**src/rtl/cache_pkg.sv**
```systemverilog
package cache_pkg;

    // ==================================================
    // Geometry
    // ==================================================

    localparam int TAG_W    = 5;
    localparam int INDEX_W  = 8;
    localparam int OFFSET_W = 3;
    localparam int WORD_W   = 16;
    localparam int ADDR_W   = TAG_W + INDEX_W + OFFSET_W;
    localparam int SETS     = 256;

    typedef struct packed {
        logic [TAG_W-1:0]    tag;
        logic [INDEX_W-1:0]  index;
        logic [OFFSET_W-1:0] offset;
    } cache_addr_t;

    // Same byte address, either as a plain word or split into fields.
    typedef union packed {
        logic [ADDR_W-1:0] raw;
        cache_addr_t       f;
    } cache_addr_u;

    typedef struct packed {
        logic                enable;
        logic                comp;
        logic                write;
        logic                valid_in;
        logic [TAG_W-1:0]    tag;
        logic [INDEX_W-1:0]  index;
        logic [OFFSET_W-1:0] offset;
        logic [WORD_W-1:0]   wdata;
    } way_cmd_t;

    typedef struct packed {
        logic              hit;
        logic              valid;
        logic              dirty;
        logic [TAG_W-1:0]  tag_out;
        logic [WORD_W-1:0] rdata;
    } way_rsp_t;

endpackage
```
**src/rtl/mem_pkg.sv**
```systemverilog
package mem_pkg;

    // Processor side.
    typedef struct packed {
        logic                          rd;
        logic                          wr;
        cache_pkg::cache_addr_u        addr;
        logic [cache_pkg::WORD_W-1:0]  wdata;
    } cpu_req_t;

    typedef struct packed {
        logic                          done;
        logic                          stall;
        logic                          hit;
        logic [cache_pkg::WORD_W-1:0]  rdata;
    } cpu_rsp_t;

    // Memory side, byte addressed.
    typedef struct packed {
        logic                          rd;
        logic                          wr;
        logic [cache_pkg::ADDR_W-1:0]  addr;
        logic [cache_pkg::WORD_W-1:0]  wdata;
    } mem_req_t;

    typedef struct packed {
        logic [cache_pkg::WORD_W-1:0]  rdata;
    } mem_rsp_t;

endpackage

```
**src/rtl/cache_ctrl.sv**
```systemverilog
`timescale 1ns/100ps

module cache_ctrl (
    input  logic                clk,
    input  logic                arst_n,
    input  mem_pkg::cpu_req_t   req,
    output mem_pkg::cpu_rsp_t   rsp,
    output cache_pkg::way_cmd_t way0_cmd,
    output cache_pkg::way_cmd_t way1_cmd,
    input  cache_pkg::way_rsp_t way0_rsp,
    input  cache_pkg::way_rsp_t way1_rsp,
    output mem_pkg::mem_req_t   mem_req,
    input  mem_pkg::mem_rsp_t   mem_rsp
);

    typedef enum logic [1:0] {
        IDLE,
        COMPARE,
        WBACK,
        FILL
    } state_t;

    state_t state;
    state_t state_nxt;
    logic [2:0] cnt;
    logic [2:0] cnt_nxt;
    logic [2:0] fill_beat;
    logic       sel_q;
    logic       victim_q;
    logic       way_pick;
    logic       any_hit;
    logic       dirty_evict;
    logic       word_match;
    logic       bcast;

    logic [cache_pkg::WORD_W-1:0] rdata_q;
    logic [cache_pkg::WORD_W-1:0] hit_rdata;

    cache_pkg::way_cmd_t    cmd;
    cache_pkg::way_rsp_t    sel_rsp;
    cache_pkg::cache_addr_u wb_addr;
    cache_pkg::cache_addr_u rd_addr;

    // ==================================================
    // Way selection
    // ==================================================

    assign any_hit   = way0_rsp.hit | way1_rsp.hit;
    assign hit_rdata = way1_rsp.hit ? way1_rsp.rdata : way0_rsp.rdata;
    assign sel_rsp   = sel_q ? way1_rsp : way0_rsp;

    // Hit first, then an empty way, then the victim.
    always_comb begin
        if (way0_rsp.hit) begin
            way_pick = 1'b0;
        end else if (way1_rsp.hit) begin
            way_pick = 1'b1;
        end else if (!way0_rsp.valid) begin
            way_pick = 1'b0;
        end else if (!way1_rsp.valid) begin
            way_pick = 1'b1;
        end else begin
            way_pick = victim_q;
        end
    end

    assign dirty_evict = ~any_hit & (way_pick ? (way1_rsp.valid & way1_rsp.dirty)
                                              : (way0_rsp.valid & way0_rsp.dirty));

    // ==================================================
    // Sequencing
    // ==================================================

    // Read data comes back two beats after its strobe.
    assign fill_beat  = cnt - 3'd2;
    assign word_match = (fill_beat[1:0] == req.addr.f.offset[2:1]);

    always_comb begin
        wb_addr          = req.addr;
        wb_addr.f.tag    = sel_rsp.tag_out;
        wb_addr.f.offset = {cnt[1:0], 1'b0};
        rd_addr          = req.addr;
        rd_addr.f.offset = {cnt[1:0], 1'b0};
    end

    always_comb begin
        state_nxt = state;
        cnt_nxt   = cnt;
        bcast     = 1'b0;
        cmd       = '0;
        mem_req   = '0;
        rsp       = '0;
        rsp.stall = (state != IDLE);

        case (state)
            IDLE: begin
                if (req.rd || req.wr) begin
                    state_nxt = COMPARE;
                end
            end
            COMPARE: begin
                bcast      = 1'b1;
                cmd.enable = 1'b1;
                cmd.comp   = 1'b1;
                cmd.write  = req.wr;
                cmd.tag    = req.addr.f.tag;
                cmd.index  = req.addr.f.index;
                cmd.offset = req.addr.f.offset;
                cmd.wdata  = req.wdata;
                rsp.done   = any_hit;
                rsp.hit    = any_hit;
                rsp.rdata  = hit_rdata;
                cnt_nxt    = 3'd0;
                if (any_hit) begin
                    state_nxt = IDLE;
                end else if (dirty_evict) begin
                    state_nxt = WBACK;
                end else begin
                    state_nxt = FILL;
                end
            end
            WBACK: begin
                cmd.enable    = 1'b1;
                cmd.index     = req.addr.f.index;
                cmd.offset    = {cnt[1:0], 1'b0};
                mem_req.wr    = 1'b1;
                mem_req.addr  = wb_addr.raw;
                mem_req.wdata = sel_rsp.rdata;
                if (cnt == 3'd3) begin
                    cnt_nxt   = 3'd0;
                    state_nxt = FILL;
                end else begin
                    cnt_nxt = cnt + 3'd1;
                end
            end
            FILL: begin
                cmd.enable = 1'b1;
                cmd.tag    = req.addr.f.tag;
                cmd.index  = req.addr.f.index;
                if (cnt < 3'd4) begin
                    mem_req.rd   = 1'b1;
                    mem_req.addr = rd_addr.raw;
                end
                if (cnt >= 3'd2) begin
                    cmd.write    = 1'b1;
                    cmd.valid_in = 1'b1;
                    cmd.offset   = {fill_beat[1:0], 1'b0};
                    cmd.wdata    = (req.wr && word_match) ? req.wdata : mem_rsp.rdata;
                end
                if (cnt == 3'd5) begin
                    // Compare on the last beat marks a write miss line dirty.
                    cmd.comp  = req.wr;
                    rsp.done  = 1'b1;
                    rsp.rdata = word_match ? mem_rsp.rdata : rdata_q;
                    state_nxt = IDLE;
                end else begin
                    cnt_nxt = cnt + 3'd1;
                end
            end
            default: begin
                state_nxt = IDLE;
            end
        endcase
    end

    always_comb begin
        way0_cmd        = cmd;
        way1_cmd        = cmd;
        way0_cmd.enable = cmd.enable & (bcast | ~sel_q);
        way1_cmd.enable = cmd.enable & (bcast | sel_q);
    end

    // ==================================================
    // State
    // ==================================================

    always_ff @(posedge clk or negedge arst_n) begin
        if (!arst_n) begin
            state    <= IDLE;
            cnt      <= 3'd0;
            sel_q    <= 1'b0;
            victim_q <= 1'b0;
        end else begin
            state <= state_nxt;
            cnt   <= cnt_nxt;
            if (state == COMPARE) begin
                sel_q <= way_pick;
            end
            if (state == FILL && cnt == 3'd5) begin
                victim_q <= ~victim_q;
            end
        end
    end

    // Requested word of a read miss, kept until done.
    always_ff @(posedge clk) begin
        if (state == FILL && cnt >= 3'd2 && word_match) begin
            rdata_q <= mem_rsp.rdata;
        end
    end

endmodule

```
**config.mk**
```make
export PLATFORM = sky130hd
export DESIGN_NAME = cache_ctrl
export DESIGN_NICKNAME = d
export VERILOG_FILES = /design/src/rtl/cache_pkg.sv /design/src/rtl/mem_pkg.sv /design/src/rtl/cache_ctrl.sv
export SDC_FILE = /design/constraint.sdc
export NUM_CORES = 1
export LEC_CHECK = 0
export BUFFER_PORTS_ARGS = -buffer_cell sky130_fd_sc_hd__buf_2
export CORE_MARGIN = 10
export CORE_UTILIZATION = 42
export CTS_BUF_LIST = sky130_fd_sc_hd__clkbuf_16
export CTS_CLUSTER_DIAMETER = 30
export DETAILED_ROUTE_END_ITERATION = 6
export PLACE_DENSITY = 0.85
export REMOVE_ABC_BUFFERS = 1
export SETUP_SLACK_MARGIN = 0.4
export SLEW_MARGIN = 30
export SYNTH_ARGS = -nofsm -noshare
export SYNTH_HDL_FRONTEND = slang
export SYNTH_SLANG_ARGS = --single-unit
```
**constraint.sdc**
```tcl
create_clock -name clk -period 4.05 [get_ports clk]
set_clock_uncertainty 0.05 [all_clocks]
set_input_delay 0.6075 -clock clk [delete_from_list [all_inputs] [get_ports clk]]
set_output_delay 0.6075 -clock clk [all_outputs]
set_load 0.03 [all_outputs]
```
Word level (Yosys, flattened, before mapping)
Cells that the tools add are included.
Word-level totals
  bits in registers: 23
  input bits: 100
  output and inout bits: 125
  logic and storage cells: 81
Operators by class
  $add $sub $neg: 2
  $lt $le $gt $ge: 2
  equality and inequality tests: 10
  mux-type cells: 39
  bitwise operators: 11
  reduce and logical (&&, ||, !) cells: 12
Operators with widths (count)
  $mux 16: 6
  $pmux 16 s2: 3
  $pmux 11 s3: 1
  $mux 21: 1
  $mux 19: 1
  $mux 1: 15
  $mux 2: 5
  $pmux 3 s3: 1
  $ne 2x2->1 const B: 4
  $pmux 2 s4: 1
  $mux 3: 2
  $and 1x1->1: 5
  $mux 5: 1
  $eq 2x2->1 const B: 2
  $logic_and 1x1->1: 4
  $pmux 2 s2: 1
  $add 3x1->3 const B: 1
  $eq 3x2->1 const B: 1
  $eq 3x3->1 const B: 1
  $ge 3x2->1 const B: 1
  $lt 3x3->1 const B: 1
  $not 1->1: 3
  $or 1x1->1: 3
  $reduce_and 3->1: 1
  11 further kinds: 11

Longest topological paths before layout
Gate-level depths: netlist of run 1.
  depth in word-level cells: 9
  gate-level depth with buffers: 7
  mapped depth without buffers: 6

Least setup slack after synthesis of run 1
OpenSTA, ideal clock, no wires.
  kind: input port to output port
  start point: in req[18] (netlist name)
  end point: out way1_cmd[15] (netlist name)
  arrival time: 2.254 ns
  data required time: 3.392 ns
  slack: 1.139 ns
  stages: 6
  path buffers: 2
  cells stage by stage: xor2_2 a31oi_1 buf_4 nand2_1 a21oi_1 buf_4
RTL lines
  start: declaration: line cache_ctrl.sv:6  | input mem_pkg::cpu_req_t req,
  end: declaration: line cache_ctrl.sv:9  | output cache_pkg::way_cmd_t way1_cmd,

==> results of run 1 <==
==> critical path: stages, from the launching register on <==
cell and delay [ns]:
dfrtp_1 0.46, xnor2_1 0.38, nand2_4 0.27, o31ai_4 0.76, a22o_1 0.24, buf_2 0.22
==> kinds of logic (layout without fill, tap and decap cells) <==
| group | Yosys count | after routing | share of synthesized area |
|---|---|---|---|
| other cells | 1 | 1 | 0.00148 |
| fa+ha+maj | 4 | 4 | 0.0198 |
| xor+xnor | 4 | 4 | 0.0168 |
| buf+inv | 67 | 245 | 0.160 |
| mux | 53 | 53 | 0.210 |
| simple gates | 80 | 80 | 0.157 |
| compound gates | 63 | 63 | 0.177 |
| flops | 23 | 23 | 0.259 |
==> layout by cell type, fill, tap and decap left out <==
cell / n
edfxtp_1: 16
o211ai_2: 1
nand2b_1: 2
or3_1: 1
nand2_4: 1
nand4_1: 3
a31oi_2: 1
nor2_1: 25
and3_1: 1
buf_4: 7
clkinv_2: 1
nor2b_1: 8
inv_1: 11
a31oi_1: 1
conb_1: 1
o31ai_4: 1
o22ai_1: 17
a21boi_1: 1
ha_1: 4
o31ai_1: 1
nor3b_1: 1
o21ai_0: 11
a21oi_1: 7
a22o_1: 17
buf_2: 223
xnor2_1: 3
nand2_1: 17
clkbuf_16: 3
o211ai_1: 4
nor3_1: 1
dfrtp_1: 7
nand3_1: 3
and2_1: 17
mux2i_1: 53
xor2_2: 1
o32a_1: 1
==> metal layers <==
metal | share of wire | wire length (um)
met5 | 0 | 0
met4 | 0.0069 | 72
met3 | 0.052 | 544
met2 | 0.54 | 5620
met1 | 0.40 | 4170
==> cell type report <==
cell class | count | share of cell area
inverters | 11 | 0.0117
repair buffers | 230 | 0.332
well taps | 75 | 0.0267
multi-input cells | 205 | 0.420
clock buffers | 3 | 0.0214
clock inverters | 1 | 0.00142
flip-flops and latches | 23 | 0.186
==> state kept, by name, indices dropped and copies added (netlist names), named ones only <==
name / cells
state: 1
victim_q: 1
cnt: 3
sel_q: 1
rdata_q: 16
==> worst max-delay path by stage <==
stage / start / slack [ns] / cells past startpoint / to
after global placement: req[17] / 0.91 / 6 / way1_cmd[12]
after global routing: cnt[0]$_DFFE_PN0P_ / 0.65 / 5 / way1_cmd[11]
after floorplan: state[0]$_DFFE_PN0P_ / 0.70 / 4 / way0_cmd[15]
after CTS: cnt[0]$_DFFE_PN0P_ / 0.79 / 5 / way1_cmd[8]
after detailed placement: req[17] / 0.84 / 6 / way1_cmd[12]
final: cnt[0]$_DFFE_PN0P_ / 0.81 / 5 / way1_cmd[12]
==> power by group through the flow <==
stage	sequential (mW)	combinational (mW)	clock, mW
after floorplan	0.427	1.75	0
after global placement	0.378	2.57	0
after detailed placement	0.381	2.62	0
after CTS	0.377	2.62	0.223
after global routing	0.385	2.77	0.233
final	0.378	2.60	0.216
==> per-stage QoR <==
step                      cells  power, mW  hold WS, ns  utilization
final                       548       3.19        0.137        0.597
after global routing        548       3.38        0.143        0.597
after CTS                   548       3.22        0.137        0.597
after detailed placement    544       3.00        0.415        0.584
after global placement      544       2.95        0.407        0.584
after floorplan             239       2.18        0.262            -
==> impl_metrics.py, run 1 <==
metrics = {
    "synth": {
        "yosys.area.top_type": "mux2i_1",
        "syn_area_per_cell_um2": 8.58,
        "synth_cells": 295,
        "ys_types": 36,
        "syn-cell-area_um2": 2530,
        "async_flop_share": 0.304,
        "synthTopCellsByArea": "mux2i_1 (21%), edfxtp_1 (19%), buf_4 (11%)",
        "synthFlopType": "edfxtp_1",
        "yosys_warnings": 0,
        "yosysMostFrequentCell": "mux2i_1",
        "ys_ff_latch": 23,
        "synth_edf_count": 16,
        "seq_area_frac_synth": 0.259,
        "synth_top_area_frac": 0.210,
        "synth_common_cells": "mux2i_1 (53), buf_4 (37), nor2_1 (25)",
    },
    "sta": {
        "hold_viol": 0,
        "fmax_ghz": 0.308,
        "max_slew_margin": 0.472,
        "fin_crit_sh": 0.801,
        "finalSetupViolCount": 0,
        "setup_ws_ns": 0.805,
        "worst_pin_slew_ns": 0.791,
        "layout_min_cycle_time_ns": 3.24,
        "setup-tns-final_ns": 0,
        "grt_setup_unrepaired": "no",
        "slew_violations": 0,
    },
    "placement": {
        "dp_hpwl_um": 8540,
        "gp_congestion": 0.902,
        "post-place-ws_ns": 0.837,
        "port_buffers": 223,
        "placed_area_um2": 3440,
    },
    "floorplanning": {
        "num_rows": 28,
        "core_um2": 5890,
        "initial_core_util": 0.430,
        "ios": 225,
        "die-area_um2": 9530,
        "die_y_um": 97.6,
        "dieWidth_um": 97.6,
    },
    "finish": {
        "nFillCells": 534,
        "nets": 578,
        "antenna_cells": 0,
        "multi_input_area_um2": 1480,
        "syn_to_final_growth_pct": 39.0,
        "design_area_um2": 3520,
        "regArea_um2": 656,
        "drive_above_1_share": 0.505,
    },
    "cts": {
        "cts_num_sinks": 23,
        "numCtsBuffers": 3,
        "cts_max_path_buffers": 2,
        "clk_latency_ns": 0.25,
        "clk_pin_slew_ns": 0.06,
        "cts_setup_buffers": 0,
        "cts_tree": "done",
        "h-tree-depth": 1,
        "cts_repair_resize_count": 0,
        "cts_hold_buf": 0,
        "cts_root_buf": "clkbuf_16",
    },
    "job": {
        "cap_violations": 0,
    },
    "min_path": {
        "min_path_type": "in2async",
    },
    "worst_setup_path": {
        "crit_fanout": 19,
        "reg2reg_depth": 4,
        "critPathLaunchType": "register",
        "crit_type": "reg2out",
        "required_ns": 3.39,
        "cp_data_arrival_time_ns": 2.59,
        "reg2reg_setup_slack_ns": 1.65,
        "r2r_end": "rdata_q[7]$_DFFE_PP_",
        "r2r_start": "cnt[0]$_DFFE_PN0P_",
        "crit_path_end_kind": "output pin",
    },
    "global_routing": {
        "met3_usage": 0.0391,
        "grtUsageMet1": 0.227,
        "grt_pass1_wl_um": 15800,
        "grt.overflow.total": 0,
        "use_met2": 0.366,
        "antenna_found_initial": 0,
        "grt_pass1_vias": 2924,
        "grt_max_degree": 27,
        "top_usage_layer": "met2",
        "grtUsageTotal": 0.197,
    },
    "power_and_ir_drop": {
        "clkPwrFrac": 0.068,
        "leakage_nw": 2.02,
        "switchingPower_mw": 1.99,
        "cellInternalPower_mw": 1.20,
        "swShare": 0.624,
        "ir_drop_mv": 0.667,
        "p_comb_frac": 0.814,
        "p_per_area_nw_per_um2": 908,
        "p_seq_frac": 0.118,
    },
    "routing": {
        "routedWlPerCell_um": 19.0,
        "vias": 2799,
        "via_per_inst": 5.11,
        "wirelength_um": 10400,
        "ant_nets": 0,
        "first_pass_iters": 5,
        "drc": 0,
        "drt_iter0_drc": 94,
    },
    "run_status": {
        "status": "completed",
    },
}
(Power assumes the default switching activity.)
==> inputs of run 2 (changes only) <==
--- a/config.mk
+++ b/config.mk
@@ -7,11 +7,11 @@
 export LEC_CHECK = 0
 export BUFFER_PORTS_ARGS = -buffer_cell sky130_fd_sc_hd__buf_2
 export CORE_MARGIN = 10
-export CORE_UTILIZATION = 42
+export CORE_UTILIZATION = 39
 export CTS_BUF_LIST = sky130_fd_sc_hd__clkbuf_16
 export CTS_CLUSTER_DIAMETER = 30
 export DETAILED_ROUTE_END_ITERATION = 6
-export PLACE_DENSITY = 0.85
+export PLACE_DENSITY = 0.8
 export REMOVE_ABC_BUFFERS = 1
 export SETUP_SLACK_MARGIN = 0.4
 export SLEW_MARGIN = 30
==> constraint.sdc (replaced) <==
create_clock -name clk -period 3 [get_ports clk]
set_clock_uncertainty 0.05 [all_clocks]
set_input_delay 0.45 -clock clk [delete_from_list [all_inputs] [get_ports clk]]
set_output_delay 0.45 -clock clk [all_outputs]
set_load 0.03 [all_outputs]
==> impl_metrics.py, run 2 (synthesized netlist as in run 1, its figures left out) <==
metrics = {
    "run_status": {
        "status": "completed",
    },
    "worst_setup_path": {
        "crit_path_end_kind": "output pin",
        "critPathLaunchType": "register",
        "r2r_start": "cnt[0]$_DFFE_PN0P_",
        "required_ns": 2.50,
        "crit_family": "flip-flops",
        "crit_fanout": 13,
        "cp_data_arrival_time_ns": 1.99,
        "crit_type": "reg2out",
        "reg2reg_setup_slack_ns": 1.12,
        "r2r_end": "rdata_q[7]$_DFFE_PP_",
        "reg2reg_depth": 5,
        "worst_path_largest_cell_delay_ns": 0.47,
        "crit_chain": "xnor2_2, nand2_4, o31ai_4, buf_6, a22o_1, buf_2",
        "cp.buffers_inverters": 2,
        "slowest_stage": "dfrtp_1",
    },
    "cts": {
        "cts_root_buf": "clkbuf_16",
        "clk_latency_ns": 0.25,
        "h-tree-depth": 1,
        "cts_tree": "done",
        "numCtsBuffers": 3,
        "cts_setup_buffers": 0,
        "cts_max_path_buffers": 2,
        "clk_pin_slew_ns": 0.06,
        "cts_num_sinks": 23,
    },
    "placement": {
        "dp.cells": 550,
        "port_buffers": 223,
        "gp_congestion": 0.810,
        "dp_hpwl_um": 8770,
        "post-place-ws_ns": 0.613,
    },
    "finish": {
        "nFillCells": 609,
        "multi_input_area_um2": 1500,
        "nets": 583,
        "largest_register_ffs": 16,
        "regArea_um2": 658,
        "drive_above_1_share": 0.517,
        "syn_to_final_growth_pct": 41.6,
        "instances_no_fill": 555,
        "reg_top3": "rdata_q: 16 flops, cnt: 3 flops",
        "final_cell_mix": "buf_2 (223), mux2i_1 (53), nor2_1 (25)",
        "final_common_cell": "buf_2",
        "max_flop_register": "rdata_q",
        "antenna_cells": 0,
    },
    "routing": {
        "via_per_inst": 5.10,
        "drt_iter0_drc": 95,
        "wirelength_um": 10400,
        "first_pass_iters": 4,
        "ant_nets": 0,
        "drc": 0,
        "routedWlPerCell_um": 18.7,
        "vias": 2828,
    },
    "sta": {
        "setup_ws_ns": 0.512,
        "layout_min_cycle_time_ns": 2.49,
        "hold_viol": 0,
        "max_slew_margin": 0.501,
        "worst_pin_slew_ns": 0.745,
        "slew_violations": 0,
        "grt_setup_unrepaired": "no",
        "holdWs_ns": 0.351,
        "finalSetupViolCount": 0,
        "fin_crit_sh": 0.829,
        "fmax_ghz": 0.402,
    },
    "floorplanning": {
        "die-area_um2": 10100,
        "dieWidth_um": 101,
        "core_um2": 6310,
        "ios": 225,
        "die_y_um": 101,
        "num_rows": 29,
        "initial_core_util": 0.401,
    },
    "global_routing": {
        "grt_max_degree": 22,
        "grtUsageTotal": 0.186,
        "grt.overflow.total": 0,
        "grt_pass1_vias": 2958,
        "grt_pass1_wl_um": 15600,
        "antenna_found_initial": 0,
    },
    "power_and_ir_drop": {
        "p_per_area_nw_per_um2": 1220,
        "swShare": 0.619,
        "clkPwrFrac": 0.065,
        "switchingPower_mw": 2.70,
        "cellInternalPower_mw": 1.67,
        "leakage_nw": 2.05,
        "p_comb_frac": 0.811,
        "p_seq_frac": 0.124,
        "ir_drop_mv": 0.850,
    },
    "min_path": {
        "min_path_type": "in2reg",
        "holdPathStages": 1,
        "holdPathEnd": "rdata_q[8]$_DFFE_PP_",
        "hold_start": "mem_rsp[8]",
    },
    "job": {
        "cap_violations": 0,
    },
}
run 2: worst register-to-register path: cells and delay by family (launching register included):
kind                   cells  cell delay [ns]
AND/OR/NAND/NOR            2             0.23
flip-flops                 1             0.47
XOR/XNOR                   1             0.30
buffers and inverters      2             0.51
run 2: how the worst max path moves through the flow:
stage | endpoint | slack [ns] | cells past startpoint | startpoint
final | way1_cmd[5] | 0.51 | 6 | cnt[0]$_DFFE_PN0P_
after global routing | way1_cmd[11] | 0.40 | 6 | cnt[0]$_DFFE_PN0P_
after CTS | way1_cmd[5] | 0.41 | 6 | cnt[0]$_DFFE_PN0P_
after detailed placement | way1_cmd[5] | 0.61 | 7 | req[17]
after global placement | way1_cmd[5] | 0.66 | 7 | req[17]
after floorplan | way0_cmd[15] | -0.19 | 4 | state[0]$_DFFE_PN0P_
run 2: through the flow:
stage	instance area, um2	utilization	TNS (ns)	total power [mW]
after floorplan	2170	-	-0.521	2.95
after detailed placement	3470	0.549	0	4.08
after CTS	3560	0.564	0	4.39
final	3580	0.568	0	4.37
after global placement	3470	0.549	0	4.03
after global routing	3580	0.568	0	4.63
run 2: what timing repair did:
action                                  CTS  global route
endpoints found under the setup margin   26            31
gates resized for setup                   2             4
hold endpoints to repair                  7             0
pin swaps                                 0             1
hold buffers                              1             0
run 2: metal layers:
layer,track usage,routed length [um]
met2,0.338,5370
met1,0.221,4370
met5,0,0
met4,0.0185,38
met3,0.0480,608
run 2: power by group through the flow:
stage	Combinational (mW)	Clock (mW)	Sequential, mW
6_report	3.55	0.284	0.540
2_1_floorplan	2.37	0	0.576
3_5_place_dp	3.55	0	0.536
4_1_cts	3.56	0.293	0.533
5_1_grt	3.77	0.308	0.555
3_3_place_gp	3.50	0	0.531
run 2: cell type report:
class	instances	area share
timing repair buffer	235	0.338
sequential	23	0.184
clock inverter	1	0.00140
tap	77	0.0269
multi-input combinational	205	0.417
inverter	11	0.0115
clock buffer	3	0.0209
==> inputs of run 3 (changes only) <==
==> constraint.sdc (replaced) <==
create_clock -name clk -period 2.6 [get_ports clk]
set_clock_uncertainty 0.05 [all_clocks]
set_input_delay 0.39 -clock clk [delete_from_list [all_inputs] [get_ports clk]]
set_output_delay 0.39 -clock clk [all_outputs]
set_load 0.03 [all_outputs]
==> impl_metrics.py, run 3 (synthesized netlist as in run 1, its figures left out) <==
metrics = {
    "global_routing": {
        "grt_pass1_vias": 3016,
        "grt.overflow.total": 0,
        "grt_max_degree": 24,
        "grt_pass1_wl_um": 15800,
        "grtUsageTotal": 0.191,
        "antenna_found_initial": 0,
    },
    "placement": {
        "gp_congestion": 0.870,
        "placed_area_um2": 3500,
        "port_buffers": 223,
        "post-place-ws_ns": 0.354,
        "dp_hpwl_um": 8720,
        "dp.cells": 551,
    },
    "power_and_ir_drop": {
        "swShare": 0.586,
        "switchingPower_mw": 3.22,
        "p_seq_frac": 0.109,
        "leakage_nw": 2.13,
        "clkPwrFrac": 0.061,
        "p_per_area_nw_per_um2": 1410,
        "ir_drop_mv": 0.989,
        "p_comb_frac": 0.831,
        "cellInternalPower_mw": 2.28,
    },
    "routing": {
        "first_pass_iters": 4,
        "ant_nets": 0,
        "wirelength_um": 10700,
        "via_per_inst": 5.15,
        "vias": 2905,
        "drt_iter0_drc": 64,
        "drc": 0,
        "routedWlPerCell_um": 19.0,
    },
    "worst_setup_path": {
        "required_ns": 2.16,
        "critPathLaunchType": "register",
        "cp_data_arrival_time_ns": 1.83,
        "crit_type": "reg2out",
        "crit_path_end_kind": "output pin",
        "crit_fanout": 16,
    },
    "sta": {
        "hold_viol": 0,
        "slew_violations": 0,
        "fin_crit_sh": 0.874,
        "fmax_ghz": 0.440,
        "finalSetupViolCount": 0,
        "layout_min_cycle_time_ns": 2.27,
        "worst_pin_slew_ns": 0.591,
        "setup_ws_ns": 0.326,
        "max_slew_margin": 0.606,
        "grt_setup_unrepaired": "yes",
    },
    "finish": {
        "max_flop_register": "rdata_q",
        "largest_register_ffs": 16,
        "final_common_cell": "buf_2",
        "instances_no_fill": 564,
        "final_cell_mix": "buf_2 (170), mux2i_1 (53), buf_4 (53)",
        "nets": 592,
        "antenna_cells": 0,
        "drive_above_1_share": 0.540,
        "design_area_um2": 3890,
        "reg_top3": "rdata_q: 16 flops, cnt: 3 flops",
        "syn_to_final_growth_pct": 53.8,
    },
    "job": {
        "cap_violations": 0,
    },
    "cts": {
        "clk_latency_ns": 0.25,
        "clk_pin_slew_ns": 0.06,
        "cts_root_buf": "clkbuf_16",
        "cts_num_sinks": 23,
        "numCtsBuffers": 3,
        "cts_max_path_buffers": 2,
        "cts_tree": "done",
        "h-tree-depth": 1,
    },
    "floorplanning": {
        "dieWidth_um": 101,
        "initial_core_util": 0.401,
        "die_y_um": 101,
        "num_rows": 29,
        "die-area_um2": 10100,
        "core_um2": 6310,
        "ios": 225,
    },
    "min_path": {
        "min_path_type": "in2reg",
    },
    "run_status": {
        "status": "completed",
    },
}
[run 3: path summary, 6_finish.rpt]
check	startpoint	end	slack [ns]	cells past startpoint
setup reg to reg	cnt[0]$_DFFE_PN0P_	rdata_q[5]$_DFFE_PP_	0.91	5
setup / recovery	cnt[1]$_DFFE_PN0P_	way1_cmd[11]	0.33	6
max in group asynchronous	arst_n	cnt[2]$_DFFE_PN0P_	1.83	2
hold / removal	mem_rsp[12]	rdata_q[12]$_DFFE_PP_	0.29	1
hold reg to reg	victim_q$_DFFE_PN0N_	victim_q$_DFFE_PN0N_	0.46	1
min in group asynchronous	arst_n	async pin	0.47	2
[run 3: metal layers]
layer	GRT usage	wire [um]	vias to the layer above	part of all wire
li1	-	-	1402	-
met1	0.213	4220	1387	0.39
met2	0.350	5730	104	0.53
met3	0.0494	655	12	0.061
met4	0.0446	139	0	0.013
met5	0	0	-	0
[run 3: what timing repair did]
action | CTS | global route
hold buffers | 1 | 0
pin swaps | 3 | 2
endpoints found under the setup margin | 63 | 83
buffers inserted | 8 | 0
endpoints found under the hold margin | 7 | 0
gates resized for setup | 63 | 16
cloned | 0 | 0
[run 3: power groups by stage]
stage,clock network (mW),registers [mW],logic (mW)
5_1_grt,0.357,0.610,4.82
3_5_place_dp,0,0.590,4.17
3_3_place_gp,0,0.587,4.11
4_1_cts,0.343,0.592,4.52
6_report,0.334,0.598,4.57
2_1_floorplan,0,0.665,2.73
[run 3: area by class of cell]
cell class | count | area [um2]
clock buffers | 3 | 75.1
flip-flops and latches | 23 | 659
clock inverters | 1 | 5.00
inverters | 11 | 41.3
well taps | 77 | 96.3
fillers | 575 | 2420
repair buffers | 244 | 1470
multi-input cells | 205 | 1540
[run 3: through the flow]
step,util,power [mW],TNS [ns],hold slack [ns]
3_3_place_gp,0.554,4.70,0,0.189
5_1_grt,0.616,5.79,0,0.287
4_1_cts,0.609,5.46,0,0.287
3_5_place_dp,0.554,4.76,0,0.197
2_1_floorplan,-,3.40,-5.68,0.0444
6_report,0.616,5.50,0,0.293
[run 3: worst max-delay path, stage by stage, from the launching register on]
cell and delay, ns:
dfrtp_2 0.46, buf_4 0.16, o211ai_4 0.26, a31oi_2 0.07, buf_6 0.18, a22o_1 0.27, buf_4 0.18
